## config.mk

```make
export PLATFORM = sky130hd
export DESIGN_NAME = mips_ctrl_top
export DESIGN_NICKNAME = d
export VERILOG_FILES = /design/src/design/mips_ctrl_pkg.sv /design/src/design/instr_decoder.sv /design/src/design/ctrl_sequencer.sv /design/src/design/ctrl_word_gen.sv /design/src/design/mips_ctrl_top.sv
export SDC_FILE = /design/constraint.sdc
export NUM_CORES = 1
export LEC_CHECK = 0
export BUFFER_PORTS_ARGS = -buffer_cell sky130_fd_sc_hd__clkbuf_2
export CORE_UTILIZATION = 47
export DETAILED_ROUTE_END_ITERATION = 8
export GPL_ROUTABILITY_DRIVEN = 0
export GPL_TIMING_DRIVEN = 0
export MAX_ROUTING_LAYER = met4
export PLACE_DENSITY = 0.76
export RECOVER_POWER = 50
export SYNTH_ARGS = -nofsm -noshare
export SYNTH_HDL_FRONTEND = slang
export SYNTH_HIERARCHICAL = 1
export SYNTH_SLANG_ARGS = --single-unit
```

## constraint.sdc

```tcl
create_clock -name clk -period 2.7 [get_ports clk]
set_clock_uncertainty 0.05 [all_clocks]
set_input_delay 0.27 -clock clk [delete_from_list [all_inputs] [get_ports clk]]
set_output_delay 0.27 -clock clk [all_outputs]
set_load 0.005 [all_outputs]
```

## src/design/mips_ctrl_pkg.sv

```systemverilog
package mips_ctrl_pkg;

        localparam int STEP_W = 3;
        localparam logic [STEP_W-1:0] FETCH_STEPS    = 3'd5;
        localparam logic [STEP_W-1:0] DECODE_STEPS   = 3'd2;
        localparam logic [STEP_W-1:0] MEM_WAIT_STEPS = 3'd2;
        localparam logic [STEP_W-1:0] EXC_STEPS      = 3'd3;
        localparam logic [4:0]        LINK_REG       = 5'd31;  // $ra

        typedef enum logic [5:0] {
                OP_RTYPE = 6'h00, OP_J   = 6'h02, OP_JAL  = 6'h03,
                OP_BEQ   = 6'h04, OP_BNE = 6'h05, OP_BLE  = 6'h06,
                OP_BGT   = 6'h07, OP_ADDI = 6'h08, OP_ADDIU = 6'h09,
                OP_LB    = 6'h20, OP_LH  = 6'h21, OP_LW   = 6'h23,
                OP_SB    = 6'h28, OP_SH  = 6'h29, OP_SW   = 6'h2b
        } opcode_t;

        typedef enum logic [5:0] {
                FN_ADD = 6'h20, FN_SUB = 6'h22, FN_AND = 6'h24, FN_SLT = 6'h2a
        } funct_t;

        typedef enum logic [3:0] {
                CLS_R_ALU, CLS_ADDI, CLS_ADDIU, CLS_BRANCH, CLS_LOAD,
                CLS_STORE, CLS_JUMP, CLS_JUMP_LINK, CLS_INVALID
        } instr_class_t;

        typedef enum logic [1:0] {COND_EQ, COND_NE, COND_LE, COND_GT} branch_cond_t;

        // Same encoding drives load_ctrl and store_ctrl
        typedef enum logic [1:0] {MW_WORD, MW_HALF, MW_BYTE} mem_width_t;

        typedef enum logic [2:0] {ALU_ADD, ALU_SUB, ALU_AND, ALU_SLT, ALU_CMP} alu_op_t;

        typedef enum logic [3:0] {
                ST_FETCH, ST_DECODE, ST_R_EXEC, ST_R_WRITE, ST_ADDI_EXEC,
                ST_ADDI_WRITE, ST_BRANCH_CMP, ST_BRANCH_WRITE, ST_MEM_ADDR,
                ST_MEM_WAIT, ST_LOAD_WRITE, ST_STORE_WRITE, ST_JAL_LINK,
                ST_JUMP, ST_EXCEPTION
        } ctrl_state_t;

        typedef enum logic [1:0] {PC_ALU, PC_ALU_OUT, PC_JUMP, PC_LOAD} pc_src_t;
        typedef enum logic [1:0] {A_PC, A_REG} alu_src_a_t;
        typedef enum logic [1:0] {B_REG, B_FOUR, B_IMM, B_OFFSET} alu_src_b_t;

        // Memory address select, exception vectors included
        typedef enum logic [2:0] {
                IORD_PC = 3'd0, IORD_ALU = 3'd1, IORD_VEC_INV = 3'd2, IORD_VEC_OVF = 3'd3
        } iord_t;

        // Cause value doubles as its vector select in iord_t
        typedef enum logic [2:0] {
                EXC_INVALID = 3'd2, EXC_OVERFLOW = 3'd3
        } exc_cause_t;

        typedef enum logic [2:0] {RD_RT, RD_RD, RD_LINK} reg_dst_t;
        typedef enum logic [2:0] {DATA_ALU_OUT, DATA_MDR, DATA_PC} reg_data_t;

        typedef struct packed {
                logic overflow;
                logic gt;
                logic eq;
        } alu_flags_t;

        typedef struct packed {
                pc_src_t    pc_src;
                alu_src_a_t alu_src_a;
                alu_src_b_t alu_src_b;
                alu_op_t    alu_op;
                iord_t      iord;
                reg_dst_t   reg_dst;
                reg_data_t  reg_data;
                mem_width_t load_ctrl;
                mem_width_t store_ctrl;
                logic       mem_write;
                logic       ir_write;
                logic       pc_write;
                logic       bank_write;
                logic       epc_write;
                logic       a_write;
                logic       b_write;
                logic       alu_out_write;
                logic       mem_reg_write;
        } ctrl_word_t;

endpackage

```

## src/design/instr_decoder.sv

```systemverilog
`timescale 1ns/1ps

module instr_decoder (
        input  mips_ctrl_pkg::opcode_t      op,
        input  mips_ctrl_pkg::funct_t       funct,
        output mips_ctrl_pkg::instr_class_t cls,
        output mips_ctrl_pkg::alu_op_t      alu_op,
        output mips_ctrl_pkg::mem_width_t   mem_width,
        output mips_ctrl_pkg::branch_cond_t branch_cond
);
        import mips_ctrl_pkg::*;

        always_comb begin
                cls         = CLS_INVALID;     // Anything unlisted traps
                alu_op      = ALU_ADD;
                mem_width   = MW_WORD;
                branch_cond = COND_EQ;
                case (op)
                        OP_RTYPE: begin
                                cls = CLS_R_ALU;
                                case (funct)
                                        FN_ADD:  alu_op = ALU_ADD;
                                        FN_SUB:  alu_op = ALU_SUB;
                                        FN_AND:  alu_op = ALU_AND;
                                        FN_SLT:  alu_op = ALU_SLT;
                                        default: cls = CLS_INVALID;
                                endcase
                        end
                        OP_ADDI:                        cls = CLS_ADDI;
                        OP_ADDIU:                       cls = CLS_ADDIU;
                        OP_BEQ, OP_BNE, OP_BLE, OP_BGT: cls = CLS_BRANCH;
                        OP_LB, OP_LH, OP_LW:            cls = CLS_LOAD;
                        OP_SB, OP_SH, OP_SW:            cls = CLS_STORE;
                        OP_J:                           cls = CLS_JUMP;
                        OP_JAL:                         cls = CLS_JUMP_LINK;
                        default:                        cls = CLS_INVALID;
                endcase

                // Branch compare and access width
                case (op)
                        OP_BEQ: alu_op = ALU_CMP;
                        OP_BNE: begin
                                alu_op      = ALU_CMP;
                                branch_cond = COND_NE;
                        end
                        OP_BLE: begin
                                alu_op      = ALU_CMP;
                                branch_cond = COND_LE;
                        end
                        OP_BGT: begin
                                alu_op      = ALU_CMP;
                                branch_cond = COND_GT;
                        end
                        OP_LB, OP_SB: mem_width = MW_BYTE;
                        OP_LH, OP_SH: mem_width = MW_HALF;
                        default:      mem_width = MW_WORD;
                endcase
        end

endmodule

```

## src/design/ctrl_sequencer.sv

```systemverilog
`timescale 1ns/1ps

module ctrl_sequencer (
        input  logic                              clk,
        input  logic                              reset,
        input  mips_ctrl_pkg::instr_class_t       cls,
        input  mips_ctrl_pkg::alu_op_t            alu_op,
        input  mips_ctrl_pkg::branch_cond_t       branch_cond,
        input  mips_ctrl_pkg::alu_flags_t         flags,
        output mips_ctrl_pkg::ctrl_state_t        state,
        output logic [mips_ctrl_pkg::STEP_W-1:0]  step,
        output mips_ctrl_pkg::exc_cause_t         cause
);
        import mips_ctrl_pkg::*;

        ctrl_state_t state_next;
        exc_cause_t  cause_next;
        logic        taken;
        logic        r_trap;

        // Flags come from the compare selected in this same cycle
        always_comb begin
                case (branch_cond)
                        COND_EQ: taken = flags.eq;
                        COND_NE: taken = !flags.eq;
                        COND_LE: taken = !flags.gt;
                        default: taken = flags.gt;
                endcase
        end

        assign r_trap = flags.overflow && (alu_op == ALU_ADD || alu_op == ALU_SUB);

        always_comb begin
                state_next = state;
                cause_next = cause;
                case (state)
                        ST_FETCH: begin
                                if (step == FETCH_STEPS - 1'b1)
                                        state_next = ST_DECODE;
                        end
                        ST_DECODE: begin
                                if (step == DECODE_STEPS - 1'b1) begin
                                        case (cls)
                                                CLS_R_ALU:     state_next = ST_R_EXEC;
                                                CLS_ADDI,
                                                CLS_ADDIU:     state_next = ST_ADDI_EXEC;
                                                CLS_BRANCH:    state_next = ST_BRANCH_CMP;
                                                CLS_LOAD,
                                                CLS_STORE:     state_next = ST_MEM_ADDR;
                                                CLS_JUMP:      state_next = ST_JUMP;
                                                CLS_JUMP_LINK: state_next = ST_JAL_LINK;
                                                default: begin
                                                        state_next = ST_EXCEPTION;
                                                        cause_next = EXC_INVALID;
                                                end
                                        endcase
                                end
                        end
                        ST_R_EXEC: begin
                                state_next = r_trap ? ST_EXCEPTION : ST_R_WRITE;
                                if (r_trap)
                                        cause_next = EXC_OVERFLOW;
                        end
                        ST_ADDI_EXEC: begin
                                if (cls == CLS_ADDI && flags.overflow) begin  // ADDIU never traps
                                        state_next = ST_EXCEPTION;
                                        cause_next = EXC_OVERFLOW;
                                end else begin
                                        state_next = ST_ADDI_WRITE;
                                end
                        end
                        ST_BRANCH_CMP: state_next = taken ? ST_BRANCH_WRITE : ST_FETCH;
                        ST_MEM_ADDR:   state_next = ST_MEM_WAIT;
                        ST_MEM_WAIT: begin
                                if (step == MEM_WAIT_STEPS - 1'b1)
                                        state_next = (cls == CLS_LOAD) ? ST_LOAD_WRITE
                                                                       : ST_STORE_WRITE;
                        end
                        ST_JAL_LINK:   state_next = ST_JUMP;
                        ST_EXCEPTION: begin
                                if (step == EXC_STEPS - 1'b1)
                                        state_next = ST_FETCH;
                        end
                        default:       state_next = ST_FETCH;  // All single-cycle finals
                endcase
        end

        // Step restarts on every state change
        always_ff @(posedge clk) begin
                if (reset) begin
                        state <= ST_FETCH;
                        step  <= '0;
                        cause <= EXC_INVALID;
                end else begin
                        state <= state_next;
                        step  <= (state_next != state) ? '0 : step + 1'b1;
                        cause <= cause_next;
                end
        end

endmodule

```

## src/design/ctrl_word_gen.sv

```systemverilog
`timescale 1ns/1ps

module ctrl_word_gen (
        input  mips_ctrl_pkg::ctrl_state_t        state,
        input  logic [mips_ctrl_pkg::STEP_W-1:0]  step,
        input  mips_ctrl_pkg::instr_class_t       cls,
        input  mips_ctrl_pkg::alu_op_t            alu_op,
        input  mips_ctrl_pkg::mem_width_t         mem_width,
        input  mips_ctrl_pkg::exc_cause_t         cause,
        output mips_ctrl_pkg::ctrl_word_t         ctrl
);
        import mips_ctrl_pkg::*;

        reg_dst_t dst;

        assign dst = (cls == CLS_R_ALU) ? RD_RD : RD_RT;

        always_comb begin
                // Idle word reads memory at PC and forms PC+4
                ctrl           = '0;
                ctrl.pc_src    = PC_ALU;
                ctrl.alu_src_a = A_PC;
                ctrl.alu_src_b = B_FOUR;
                ctrl.alu_op    = ALU_ADD;
                ctrl.iord      = IORD_PC;
                ctrl.reg_dst   = RD_RT;
                ctrl.reg_data  = DATA_ALU_OUT;
                ctrl.load_ctrl  = MW_WORD;
                ctrl.store_ctrl = MW_WORD;

                case (state)
                        ST_FETCH: begin
                                if (step == FETCH_STEPS - 1'b1) begin
                                        ctrl.ir_write = 1'b1;
                                        ctrl.pc_write = 1'b1;
                                end
                        end
                        ST_DECODE: begin
                                ctrl.alu_src_b = B_OFFSET;             // Early branch target
                                if (step == '0) begin
                                        ctrl.a_write       = 1'b1;
                                        ctrl.b_write       = 1'b1;
                                        ctrl.alu_out_write = 1'b1;
                                end
                        end
                        ST_R_EXEC, ST_ADDI_EXEC, ST_MEM_ADDR: begin
                                ctrl.alu_src_a     = A_REG;
                                ctrl.alu_src_b     = (state == ST_R_EXEC) ? B_REG : B_IMM;
                                ctrl.alu_op        = (state == ST_MEM_ADDR) ? ALU_ADD : alu_op;
                                ctrl.alu_out_write = 1'b1;
                        end
                        ST_R_WRITE, ST_ADDI_WRITE: begin
                                ctrl.bank_write = 1'b1;
                                ctrl.reg_dst    = dst;
                        end
                        ST_BRANCH_CMP: begin
                                ctrl.alu_src_a = A_REG;
                                ctrl.alu_src_b = B_REG;
                                ctrl.alu_op    = alu_op;
                        end
                        ST_BRANCH_WRITE: begin
                                ctrl.pc_src   = PC_ALU_OUT;
                                ctrl.pc_write = 1'b1;
                        end
                        ST_MEM_WAIT: ctrl.iord = IORD_ALU;
                        ST_LOAD_WRITE: begin
                                ctrl.iord          = IORD_ALU;
                                ctrl.load_ctrl     = mem_width;
                                ctrl.bank_write    = 1'b1;
                                ctrl.mem_reg_write = 1'b1;
                                ctrl.reg_dst       = dst;
                                ctrl.reg_data      = DATA_MDR;
                        end
                        ST_STORE_WRITE: begin
                                ctrl.iord       = IORD_ALU;
                                ctrl.store_ctrl = mem_width;
                                ctrl.mem_write  = 1'b1;
                        end
                        ST_JAL_LINK: begin
                                ctrl.bank_write = 1'b1;
                                ctrl.reg_dst    = RD_LINK;
                                ctrl.reg_data   = DATA_PC;       // Return address
                        end
                        ST_JUMP: begin
                                ctrl.pc_src   = PC_JUMP;
                                ctrl.pc_write = 1'b1;
                        end
                        ST_EXCEPTION: begin
                                ctrl.pc_src = PC_LOAD;
                                if (step < EXC_STEPS - 1'b1) begin
                                        // EPC gets PC-4, vector byte read
                                        ctrl.alu_op        = ALU_SUB;
                                        ctrl.iord          = iord_t'(cause);
                                        ctrl.epc_write     = 1'b1;
                                        ctrl.mem_reg_write = 1'b1;
                                end else begin
                                        ctrl.load_ctrl = MW_BYTE;
                                        ctrl.pc_write  = 1'b1;
                                end
                        end
                        default: ;
                endcase
        end

endmodule

```

## src/design/mips_ctrl_top.sv

```systemverilog
`timescale 1ns/1ps

module mips_ctrl_top (
        input  logic                      clk,
        input  logic                      reset,
        input  mips_ctrl_pkg::opcode_t    op,
        input  mips_ctrl_pkg::funct_t     funct,
        input  mips_ctrl_pkg::alu_flags_t flags,
        output mips_ctrl_pkg::ctrl_word_t ctrl
);
        import mips_ctrl_pkg::*;

        instr_class_t        cls;
        alu_op_t             alu_op;
        mem_width_t          mem_width;
        branch_cond_t        branch_cond;
        ctrl_state_t         state;
        logic [STEP_W-1:0]   step;
        exc_cause_t          cause;

        instr_decoder u_decoder (
                .op          (op),
                .funct       (funct),
                .cls         (cls),
                .alu_op      (alu_op),
                .mem_width   (mem_width),
                .branch_cond (branch_cond)
        );

        ctrl_sequencer u_sequencer (
                .clk         (clk),
                .reset       (reset),
                .cls         (cls),
                .alu_op      (alu_op),
                .branch_cond (branch_cond),
                .flags       (flags),
                .state       (state),
                .step        (step),
                .cause       (cause)
        );

        ctrl_word_gen u_word_gen (
                .state       (state),
                .step        (step),
                .cls         (cls),
                .alu_op      (alu_op),
                .mem_width   (mem_width),
                .cause       (cause),
                .ctrl        (ctrl)
        );

endmodule

```

# ---- After elaboration in Yosys (flattened, before gate mapping)
# Cells that the tools add are included.
dict set report totals {
  ff_bits 10
  in_bits 17
  out_inout_bits 31
  wordCells 132
}
dict set report op_classes {
  add_sub_neg 1
  order_cmp 1
  eq_ne 50
  muxes 48
  reduce_logical 29
}
# op n
set op_table {}
lappend op_table {{$eq A6 B6 Y1 const B} 10}
lappend op_table {{$pmux W4 S9} 1}
lappend op_table {{$eq A4 B3 Y1 const B} 8}
lappend op_table {{$mux W4} 8}
lappend op_table {{$pmux W4 S8} 1}
lappend op_table {{$mux W3} 10}
lappend op_table {{$eq A4 B4 Y1 const B} 7}
lappend op_table {{$eq A6 B3 Y1 const B} 4}
lappend op_table {{$pmux W2 S3} 4}
lappend op_table {{$pmux W4 S6} 1}
lappend op_table {{$pmux W3 S3} 2}
lappend op_table {{$eq A4 B2 Y1 const B} 4}
lappend op_table {{$reduce_or A4 Y1} 4}
lappend op_table {{$reduce_or A3 Y1} 5}
lappend op_table {{$eq A6 B2 Y1 const B} 2}
lappend op_table {{$eq A6 B4 Y1 const B} 2}
lappend op_table {{$pmux W2 S2} 3}
lappend op_table {{$pmux W3 S2} 2}
lappend op_table {{$reduce_or A2 Y1} 6}
lappend op_table {{$eq A4 B1 Y1 const B} 2}
lappend op_table {{$logic_not A4 Y1} 2}
lappend op_table {{$mux W1} 8}
lappend op_table {{$mux W2} 4}
lappend op_table {{$reduce_or A8 Y1} 1}
lappend op_table {{other kinds (20)} 28}

# ---- Longest topological paths before layout
# Gate-level depths: netlist of the first run.
dict set report depth {
  ltp_word 11
  depth_mapped 10
  ltp_nobuf 9
}

# ---- Modules after synthesis
# Netlist of the first run, hierarchy kept.
# mod instances cells_each area_per_inst_um2 seq_area_each_um2
set by_module_without_submodules {}
lappend by_module_without_submodules {ctrl_sequencer 1 94 760.7 160.2}
lappend by_module_without_submodules {ctrl_word_gen 1 68 462.9 0.0}
lappend by_module_without_submodules {instr_decoder 1 35 255.2 0.0}

# ---- Worst setup path before layout of the first run
# OpenSTA, ideal clock, no wires.
dict set report synth_path {
  path_kind {input-to-reg}
  start {in funct[0]}
  end {reg u_sequencer/step[2] (netlist name)}
  setup_ps 116
  arrival_ps 2386
  path_slack_ps 148
  path_stages 9
  path_cell_list {or3b_2 > o21ba_2 > o2111ai_2 > or3b_1 > a2111oi_4 > o31ai_1 > a32o_1 > nand4_1 > nor2_1}
}
dict set report synth_between {
  elab_chain_cells 11
  elab_cells_between_ends 34
}
# item line
set synth_lines {}
lappend synth_lines {{from (decl)} mips_ctrl_top.sv:7} ;# input mips_ctrl_pkg::funct_t funct,
lappend synth_lines {{$eq A6 B6 Y1} instr_decoder.sv:21} ;# case (funct)
lappend synth_lines {{$reduce_or A4 Y1 (no source line) *} --}
lappend synth_lines {{$mux W4 *} instr_decoder.sv:21}
lappend synth_lines {{$pmux W4 S8 *} instr_decoder.sv:18} ;# case (op)
lappend synth_lines {{named net cls[3]} mips_ctrl_top.sv:13} ;# instr_class_t cls;
lappend synth_lines {{$eq A4 B3 Y1, or another cell as far along} ctrl_sequencer.sv:43} ;# case (cls)
lappend synth_lines {{$reduce_or A2 Y1} ctrl_sequencer.sv:43}
lappend synth_lines {{$pmux W4 S6} ctrl_sequencer.sv:43}
lappend synth_lines {{$mux W4} ctrl_sequencer.sv:42} ;# if (step == DECODE_STEPS - 1'b1) begin
lappend synth_lines {{$pmux W4 S9 *} ctrl_sequencer.sv:36} ;# case (state)
lappend synth_lines {{$ne A4 B4 Y1 *} ctrl_sequencer.sv:96} ;# step <= (state_next != state) ? '0 : step + 1'b1;
lappend synth_lines {{$reduce_or A2 Y1 (no source line) *} --}
lappend synth_lines {{to (signal assigned)} ctrl_sequencer.sv:96}
lappend synth_lines {{to (decl)} ctrl_sequencer.sv:11} ;# output logic [mips_ctrl_pkg::STEP_W-1:0] step,
# The timed path passes the listed nets; every way through them passes the cells marked *.
# A chain may end at the register's enable or synchronous reset.

# ---- Final worst setup path of the first run
# Ends and elaborated chain as after synthesis.

==> results.sh, run 1 <==
export IMPL_cp_max_fo=8
export IMPL_ys_top_cells_by_area="dfxtp_1, nor2_1, a21oi_1"
export IMPL_end_kind="register"
export IMPL_layoutNonFillerInstCount=286
export IMPL_synthCells=197
export IMPL_worstSkewPairLatency_ns=0.25
export IMPL_cts_buffers_inserted=3
export IMPL_path_clk_slew_ns=0.05
export IMPL_holdBufCountCts=0
export IMPL_postLayoutCellArea_um2=1753
export IMPL_synth_area_leader_cell="dfxtp_1"
export IMPL_crit_chain="clkbuf_2 -> or3b_2 -> o21ba_2 -> o2111ai_2 -> or3b_1 -> a2111oi_4 -> o31ai_1 -> a32o_1 -> nand4_1 -> nor2_1"
export IMPL_cts_root_buf="clkbuf_4"
export IMPL_max_freq_ghz=0.3820
export IMPL_overflow=0
export IMPL_crit_type="input port to register"
export IMPL_cpPeakStageDelay_ns=0.49
export IMPL_hold_path_class="input port to register"
export IMPL_outcome="completed"
export IMPL_power_density_nw_per_um2=465.1
export IMPL_synthArstFlopShare_pct=0
export IMPL_grt_antenna_before_repair=0
export IMPL_drc=0
export IMPL_via_count=1572
export IMPL_fp_dieW_um=58.10
export IMPL_drive_gt1_share_pct=32.38
export IMPL_nets=267
export IMPL_p_leak_nw=0.7856
export IMPL_grt_util_met3_pct=4.018
export IMPL_whs_ns=0.2218
export IMPL_period_minus_slack_ns=2.617
export IMPL_clockBufferDepth=2
export IMPL_layout_common_cells="clkbuf_2, nor2_1, a21oi_1"
export IMPL_avgSynthCellArea_um2=7.507
export IMPL_use_met2_pct=37.77
export IMPL_grt_pass1_vias=1348
export IMPL_grtUsageMet1_pct=29.69
export IMPL_synth_area_um2=1479
export IMPL_grt_usage_pct=22.66
export IMPL_yosysUniqueCellTypes=69
export IMPL_clock_sinks=8
export IMPL_finalMaxSlewViolations=0
export IMPL_initial_core_util_pct=51.41
export IMPL_synth_enable_flop_cells=0
export IMPL_drtAntennaViolNets=0
export IMPL_wirelength_um=3500
export IMPL_post_route_period_util_pct=96.94
export IMPL_crit_family="simple AND/OR/NAND/NOR gates"
export IMPL_avgRoutedWirePerCell_um=12.24
export IMPL_grt_pass1_wl_um=5947
export IMPL_synth_top_area_share_pct=10.83
export IMPL_io_pins=48
export IMPL_cts_tree="built"
export IMPL_num_rows=19
export IMPL_layout_commonest_cell="clkbuf_2"
export IMPL_antenna_cells=0
export IMPL_grt_start_max_net_pins=13
export IMPL_die_y_um=58.10
export IMPL_drtIter0Drc=42
export IMPL_peakVddDrop_v=0.0003847
export IMPL_die_area_um2=3375
export IMPL_critPathBufInv=1
export IMPL_setup_viol=0
export IMPL_fin_util_pct=60.94
export IMPL_htreeDepth=1
export IMPL_port_buffers=42
export IMPL_synth_seq_cells=8
export IMPL_grt_busiest_layer="met2"
export IMPL_slew_headroom_pct=54.00
export IMPL_hold_violations=0
export IMPL_hpwl_um=2691
export IMPL_dpl_cell_area_um2=1749
export IMPL_yosysWarnings=6
export IMPL_drv_cap=0
export IMPL_dp_cells=283
export IMPL_firstDrtPassIters=4
export IMPL_rsz0062_at_grt="no"
export IMPL_area_delta_synth_final_pct=18.53
export IMPL_worstPathArrival_ns=2.70
export IMPL_worst_pin_slew_ns=0.6814
export IMPL_cts_setup_buffers=0
export IMPL_cp_slowest_cell="or3b_2"
export IMPL_startpoint_type="input port"
export IMPL_tns_ns=0
export IMPL_ys_seq_area_share_pct=10.83
export IMPL_required_ns=2.79
export IMPL_vias_per_cell=5.497
export IMPL_coreArea_um2=2877
export IMPL_cts_resized=0
export IMPL_synth_flop_cell="dfxtp_1"
-- synthesized netlist by cell type, types with 4 or more instances --
library cell	instances
o21ai_0	5
buf_2	5
nor2b_1	7
nand2_1	4
nor3_1	7
ha_1	4
a31oi_1	6
buf_4	7
and3_1	4
and2_1	8
nor3b_1	4
a21oi_1	12
inv_1	8
nand3b_1	5
nand2b_1	6
nor2_1	20
dfxtp_1	8
-- cell families after synthesis --
group | count (synthesis) | share of synthesized area, %
mux | 1 | 0.7614
simple gates | 102 | 45.01
compound gates | 49 | 25.21
fa+ha+maj | 4 | 3.384
flops | 8 | 10.83
buf+inv | 24 | 10.49
other cells | 3 | 0.7614
xor+xnor | 6 | 3.554
-- sequential cells by signal, indices dropped and copies added (netlist names) --
| name | flops |
|---|---|
| u_sequencer/state | 4 |
| u_sequencer/step | 3 |
| u_sequencer/cause | 1 |
-- through the flow --
stage / worst slack, ns / total power, mW
2_1_floorplan: 0.1477 / 0.5883
3_3_place_gp: -0.1757 / 0.7267
3_5_place_dp: -0.1490 / 0.7317
4_1_cts: 0.1121 / 0.8249
5_1_grt: 0.01352 / 0.8947
6_report: 0.08253 / 0.8153
-- per-layer routing --
layer,routed length (um),part of all wire [%]
met5,0,0
met4,0,0
met3,163,4.7
met2,1563,45
met1,1772,51
-- final cells by class --
type	instances	area (um2)
Fill cell	291	1124
Buffer	16	110.1
Sequential cell	8	160.2
Clock buffer	3	22.52
Inverter	8	30.03
Timing Repair Buffer	42	207.7
Multi-Input combinational cell	167	1170
Tap cell	42	52.55
-- worst register-to-register path: cells and delay by family, from the launching register on --
family	cells	cell delay, ns
flops	1	0.47
simple gates	4	0.98
compound gates	2	0.31
buf+inv	1	0.26
-- power breakdown --
| part | switching [mW] | internal (mW) | total [mW] |
|---|---|---|---|
| clock network | 0.0377 | 0.0507 | 0.0883 |
| registers | 0.0528 | 0.147 | 0.199 |
| logic | 0.287 | 0.240 | 0.528 |
| total | 0.378 | 0.437 | 0.815 |
-- path summary, 6_finish.rpt --
kind	cells past startpoint	startpoint	endpoint	slack, ns
worst min-delay path	2	reset	u_sequencer/state[1]	0.22
worst max register to register	7	u_sequencer/state[2]	u_sequencer/step[2]	0.51
worst max-delay path	10	funct[0]	u_sequencer/step[2]	0.08
worst min register to register	1	u_sequencer/step[0]	u_sequencer/step[0]	0.44
(Power assumes the default switching activity.)
==> inputs of run 2 (changes only) <==
==> constraint.sdc (replaced) <==
create_clock -name clk -period 2.7 [get_ports clk]
set_clock_uncertainty 0.05 [all_clocks]
set_input_delay 0.27 -clock clk [delete_from_list [all_inputs] [get_ports clk]]
set_output_delay 0.27 -clock clk [all_outputs]
set_load 0.02 [all_outputs]
==> run 2 against run 1 <==
Compared with the run above: fmax down 0.25%; clock-buffer cell count unchanged; setup slack worse by 0.0065 ns; global-route usage unchanged; final cell count unchanged; via count down 1.1%; sequential power about the same; non-clock buffer count unchanged; combinational power up 9.5%; worst hold slack worse by 0.0025 ns; sequential share of layout area up 0.072 points; register-to-register slack about the same.
==> results.sh, run 2 (same netlist as run 1, synthesis figures left out) <==
export IMPL_layout_commonest_cell="clkbuf_2"
export IMPL_dp_cells=283
export IMPL_post_route_period_util_pct=97.18
export IMPL_p_leak_nw=0.7512
export IMPL_path_clk_slew_ns=0.05
export IMPL_max_freq_ghz=0.3811
export IMPL_nets=267
export IMPL_drv_cap=0
export IMPL_initial_core_util_pct=51.41
export IMPL_r2r_start="u_sequencer/state[2]"
export IMPL_cp_max_fo=8
export IMPL_port_buffers=42
export IMPL_drtIter0Drc=39
export IMPL_vias_per_cell=5.434
export IMPL_power_total_mw=0.8660
export IMPL_die_y_um=58.10
export IMPL_finalMaxSlewViolations=0
export IMPL_grt_antenna_before_repair=0
export IMPL_startpoint_type="input port"
export IMPL_coreArea_um2=2877
export IMPL_top_regs="u_sequencer/state x4, u_sequencer/step x3, u_sequencer/cause x1"
export IMPL_required_ns=2.79
export IMPL_via_count=1554
export IMPL_grt_usage_pct=22.66
export IMPL_power_density_nw_per_um2=497.9
export IMPL_drive_gt1_share_pct=27.87
export IMPL_crit_start="funct[0]"
export IMPL_hold_violations=0
export IMPL_num_rows=19
export IMPL_overflow=0
export IMPL_htreeDepth=1
export IMPL_period_minus_slack_ns=2.624
export IMPL_wirelength_um=3525
export IMPL_area_delta_synth_final_pct=17.60
export IMPL_drc=0
export IMPL_antenna_cells=0
export IMPL_firstDrtPassIters=4
export IMPL_fp_dieW_um=58.10
export IMPL_crit_type="input port to register"
export IMPL_worstPathArrival_ns=2.71
export IMPL_setup_viol=0
export IMPL_cts_tree="built"
export IMPL_grt_pass1_vias=1348
export IMPL_clockBufferDepth=2
export IMPL_peakVddDrop_v=0.0003874
export IMPL_avgRoutedWirePerCell_um=12.33
export IMPL_layout_common_cells="clkbuf_2, nor2_1, clkbuf_1"
export IMPL_clock_sinks=8
export IMPL_io_pins=48
export IMPL_outcome="completed"
export IMPL_largest_register="u_sequencer/state"
export IMPL_end_kind="register"
export IMPL_layoutNonFillerInstCount=286
export IMPL_hold_path_class="input port to register"
export IMPL_cts_setup_buffers=0
export IMPL_die_area_um2=3375
export IMPL_slew_headroom_pct=55.52
export IMPL_worstSkewPairLatency_ns=0.25
export IMPL_cts_buffers_inserted=3
export IMPL_grt_start_max_net_pins=13
export IMPL_cts_root_buf="clkbuf_4"
export IMPL_hpwl_um=2691
export IMPL_hold_path_startpoint="reset"
export IMPL_rsz0062_at_grt="no"
export IMPL_worst_pin_slew_ns=0.6588
export IMPL_drtAntennaViolNets=0
export IMPL_grt_pass1_wl_um=5947
export IMPL_largest_reg_flops=4
## run 2: cell count changes in the layout (fill, tap and decap cells not counted)
| cell | previous run | this run |
|---|---|---|
| clkbuf_2 | 40 | 29 |
| buf_4 | 6 | 7 |
| clkbuf_4 | 4 | 3 |
| and2_0 | 3 | 0 |
| and2_1 | 5 | 8 |
| clkbuf_1 | 4 | 15 |
## run 2: worst paths after layout
check / endpoint / slack, ns / cells after the start
min reg2reg: u_sequencer/step[0] / 0.44 / 1
max reg2reg: u_sequencer/step[2] / 0.52 / 7
min: u_sequencer/state[1] / 0.22 / 2
max: u_sequencer/step[2] / 0.08 / 10
## run 2: cell type report
type / instances / area, um2
multi-input cells: 167 / 1170
flip-flops and latches: 8 / 160.2
inverters: 8 / 30.03
plain buffers: 16 / 110.1
fillers: 297 / 1137
clock buffers: 3 / 22.52
repair buffers: 42 / 193.9
well taps: 42 / 52.55
## run 2: worst max-delay path, stage by stage
cell,delay (ns)
clkbuf_2,0.07
or3b_2,0.49
o21ba_2,0.26
o2111ai_2,0.20
or3b_1,0.46
a2111oi_4,0.39
o31ai_1,0.10
a32o_1,0.22
nand4_1,0.19
nor2_1,0.07
## run 2: stage by stage
stage	TNS [ns]	area, um2	utilization, %	worst slack (ns)	hold WS [ns]
2_1_floorplan	0	1486	-	0.1477	0.2891
3_3_place_gp	-0.5042	1749	60.81	-0.1757	0.4314
3_5_place_dp	-0.4204	1749	60.81	-0.1490	0.4457
4_1_cts	0	1772	61.59	0.1121	0.2120
5_1_grt	0	1739	60.46	0.01352	0.2261
6_report	0	1739	60.46	0.07604	0.2193
## run 2: repair_timing
item,in CTS,in global routing
hold endpoints to repair,0,0
hold buffers,0,0
endpoints found under the setup margin,0,3
resized for setup,0,1
## run 2: metal layers
layer	vias up	share of wire (%)	GRT usage (%)
li1	808	-	-
met1	702	51	29.69
met2	42	45	37.77
met3	2	3.9	4.018
met4	0	0.11	2.041
met5	-	0	-
## run 2: where the power goes
part           internal [mW]  switching (mW)  total, mW
registers              0.147          0.0526      0.199
logic                  0.238           0.339      0.578
clock network         0.0507          0.0385     0.0892
total                  0.436           0.430      0.866
==> inputs of run 3 (changes only) <==
--- a/config.mk
+++ b/config.mk
@@ -5,6 +5,7 @@
 export SDC_FILE = /design/constraint.sdc
 export NUM_CORES = 1
 export LEC_CHECK = 0
+export ABC_AREA = 1
 export BUFFER_PORTS_ARGS = -buffer_cell sky130_fd_sc_hd__clkbuf_2
 export CORE_UTILIZATION = 47
 export DETAILED_ROUTE_END_ITERATION = 8
==> constraint.sdc (replaced) <==
create_clock -name clk -period 2.27 [get_ports clk]
set_clock_uncertainty 0.05 [all_clocks]
set_input_delay 0.227 -clock clk [delete_from_list [all_inputs] [get_ports clk]]
set_output_delay 0.227 -clock clk [all_outputs]
set_load 0.02 [all_outputs]
==> run 3 against run 2 <==
Compared with the run above: critical endpoint is now ctrl[16]; area after synthesis increased by 1.5%; non-clock buffer count decreased by 9; clock-buffer cell count unchanged; final cell count increased by 34%; global-route usage decreased by 0.73 points; largest cell class unchanged; setup slack improved by 0.23 ns; total power increased by 6.2%; wire length decreased by 2.3%; critical path type is now register to output port; sequential power increased by 20%; highest routed layer unchanged.
==> results.sh, run 3 <==
export IMPL_outcome="completed"
export IMPL_post_route_period_util_pct=86.31
export IMPL_synth_enable_flop_cells=0
export IMPL_crit_type="register to output port"
export IMPL_coreArea_um2=3053
export IMPL_io_pins=48
export IMPL_drv_cap=0
export IMPL_via_count=1800
export IMPL_cts_buffers_inserted=3
export IMPL_drtAntennaViolNets=0
export IMPL_p_leak_nw=1.047
export IMPL_combPwrFrac_pct=62.2
export IMPL_fp_dieW_um=58.52
export IMPL_largest_reg_flops=4
export IMPL_largest_register="u_sequencer/state"
export IMPL_holdBufCountCts=0
export IMPL_postLayoutCellArea_um2=1777
export IMPL_htreeDepth=1
export IMPL_finalMaxSlewViolations=0
export IMPL_cts_setup_buffers=0
export IMPL_layout_commonest_cell="nand2_1"
export IMPL_grt_usage_pct=21.93
export IMPL_area_delta_synth_final_pct=18.33
export IMPL_synth_top_area_share_pct=18.75
export IMPL_drive_gt1_share_pct=21.24
export IMPL_netlist_top_cells_count="nand2_1, nor2_1, inv_1, nand3_1, nor2_2"
export IMPL_grt_antenna_before_repair=0
export IMPL_grt_pass1_vias=1508
export IMPL_dpl_cell_area_um2=1774
export IMPL_tns_ns=0
export IMPL_synth_area_um2=1501
export IMPL_worstPathArrival_ns=1.68
export IMPL_yosys_area_share_simple_pct=60.50
export IMPL_nets=362
export IMPL_avgSynthCellArea_um2=5.142
export IMPL_vias_per_cell=4.700
export IMPL_clock_sinks=8
export IMPL_cts_root_buf="clkbuf_4"
export IMPL_synthCells=292
export IMPL_synth_seq_cells=8
export IMPL_switching_share_pct=53.19
export IMPL_num_rows=20
export IMPL_cts_tree="built"
export IMPL_startpoint_type="register"
export IMPL_worstSkewPairLatency_ns=0.25
export IMPL_setup_viol=0
export IMPL_grt_pass1_wl_um=5892
export IMPL_max_freq_ghz=0.5104
export IMPL_yosysWarnings=6
export IMPL_clock_power_share_pct=11.8
export IMPL_wirelength_um=3444
export IMPL_firstDrtPassIters=4
export IMPL_seq_power_share_pct=26.0
export IMPL_clockBufferDepth=2
export IMPL_synth_top_family_by_area="simple AND/OR/NAND/NOR gates"
export IMPL_yosysMostFrequentCell="nand2_1"
export IMPL_initial_core_util_pct=49.18
export IMPL_ys_seq_area_share_pct=10.67
export IMPL_required_ns=1.99
export IMPL_hold_violations=0
export IMPL_port_buffers=42
export IMPL_synth_mux_area_share_pct=0
export IMPL_end_kind="output port"
export IMPL_cts_resized=0
export IMPL_p_int_mw=0.4306
export IMPL_antenna_cells=0
export IMPL_synth_flop_cell="dfxtp_1"
export IMPL_power_switching_mw=0.4892
export IMPL_drc=0
export IMPL_overflow=0
export IMPL_cp_max_fo=11
export IMPL_path_clk_slew_ns=0.06
export IMPL_synth_xor_area_share_pct=0.5833
export IMPL_rsz0062_at_grt="no"
export IMPL_peakVddDrop_v=0.0004217
export IMPL_avgRoutedWirePerCell_um=8.992
export IMPL_top_regs="u_sequencer/state x4, u_sequencer/step x3, u_sequencer/cause x1"
export IMPL_die_area_um2=3425
export IMPL_fill_cells=352
export IMPL_power_density_nw_per_um2=517.7
export IMPL_synthArstFlopShare_pct=0
export IMPL_die_y_um=58.52
export IMPL_yosysUniqueCellTypes=26
export IMPL_layout_common_cells="nand2_1, nor2_1, inv_1"
export IMPL_period_minus_slack_ns=1.959
export IMPL_drtIter0Drc=88
export IMPL_grt_start_max_net_pins=12
export IMPL_synth_compound_area_share_pct=6.167
export IMPL_synthAdderAreaFrac_pct=3.333
export IMPL_synth_area_leader_cell="nand2_1"
export IMPL_hold_path_class="input port to register"
export IMPL_hpwl_um=2969
export IMPL_ys_top_cells_by_area="nand2_1, nor2_1, inv_1"
run 3: cell types whose count changed in the layout (fill, tap and decap cells not counted), sizes merged, moves of 7 or more:
cell	before	now
nand2	5	82
inv	8	57
nor2	20	69
nand3	3	33
and2	9	0
a21oi	12	5
and3	7	0
nor2b	7	0
nor3	9	2
run 3: worst paths after layout:
| path | start | to | slack (ns) | depth (start not counted) |
|---|---|---|---|---|
| max | u_sequencer/state[2] | ctrl[16] | 0.31 | 8 |
| max reg2reg | u_sequencer/step[1] | u_sequencer/step[2] | 0.57 | 13 |
| min | reset | u_sequencer/state[3] | 0.14 | 2 |
| min reg2reg | u_sequencer/step[0] | u_sequencer/step[0] | 0.44 | 1 |
run 3: area by class of cell:
cell class / instances / area, um2 / share of cell area (%)
tap: 44 / 55.05 / 3.099
buffer: 7 / 56.30 / 3.169
timing repair buffer: 42 / 195.2 / 10.99
multi-input combinational: 222 / 1074 / 60.42
inverter: 57 / 214.0 / 12.04
clock buffer: 3 / 22.52 / 1.268
sequential: 8 / 160.2 / 9.014
run 3: logic make-up after synthesis:
family | Yosys count
and+or+nand+nor | 195
buffers and inverters | 64
AOI/OAI and AO/OA | 17
DFF | 8
adders and majority gates | 4
other | 3
xor gates and xnor gates | 1
run 3: through the flow:
| step | total power [mW] | utilization, % | cells | setup slack [ns] | hold slack (ns) |
|---|---|---|---|---|---|
| 6_report | 0.9199 | 58.20 | 383 | 0.3109 | 0.1415 |
| 5_1_grt | 1.013 | 58.20 | 383 | 0.1242 | 0.1449 |
| 2_1_floorplan | 0.6783 | - | 294 | 0.5407 | 0.2461 |
| 3_3_place_gp | 0.8119 | 58.11 | 380 | 0.2005 | 0.4100 |
| 4_1_cts | 0.9312 | 58.85 | 383 | 0.3484 | 0.1320 |
| 3_5_place_dp | 0.8178 | 58.11 | 380 | 0.1675 | 0.4062 |
run 3: power by group through the flow:
stage               clock [mW]  combinational [mW]  sequential [mW]
detailed placement           0               0.577            0.241
global placement             0               0.572            0.240
global route             0.119               0.648            0.245
floorplan                    0               0.452            0.226
CTS                      0.115               0.579            0.237
finish                   0.109               0.572            0.239
run 3: layer usage:
layer	part of all wire [%]	wire length (um)	up-vias	global-route usage, %
met3	5.8	199	2	2.637
met5	0	0	-	-
met2	45	1539	55	38.92
li1	-	-	981	-
met4	0.73	25	0	2.381
met1	49	1679	762	27.50
run 3: critical path: stages, from the launching register on:
cell and delay [ns]:
dfxtp_1 0.56, inv_1 0.14, nand2_1 0.12, inv_1 0.07
nand2_1 0.18, nand3_1 0.11, nand2_1 0.07, inv_1 0.04
clkbuf_2 0.14
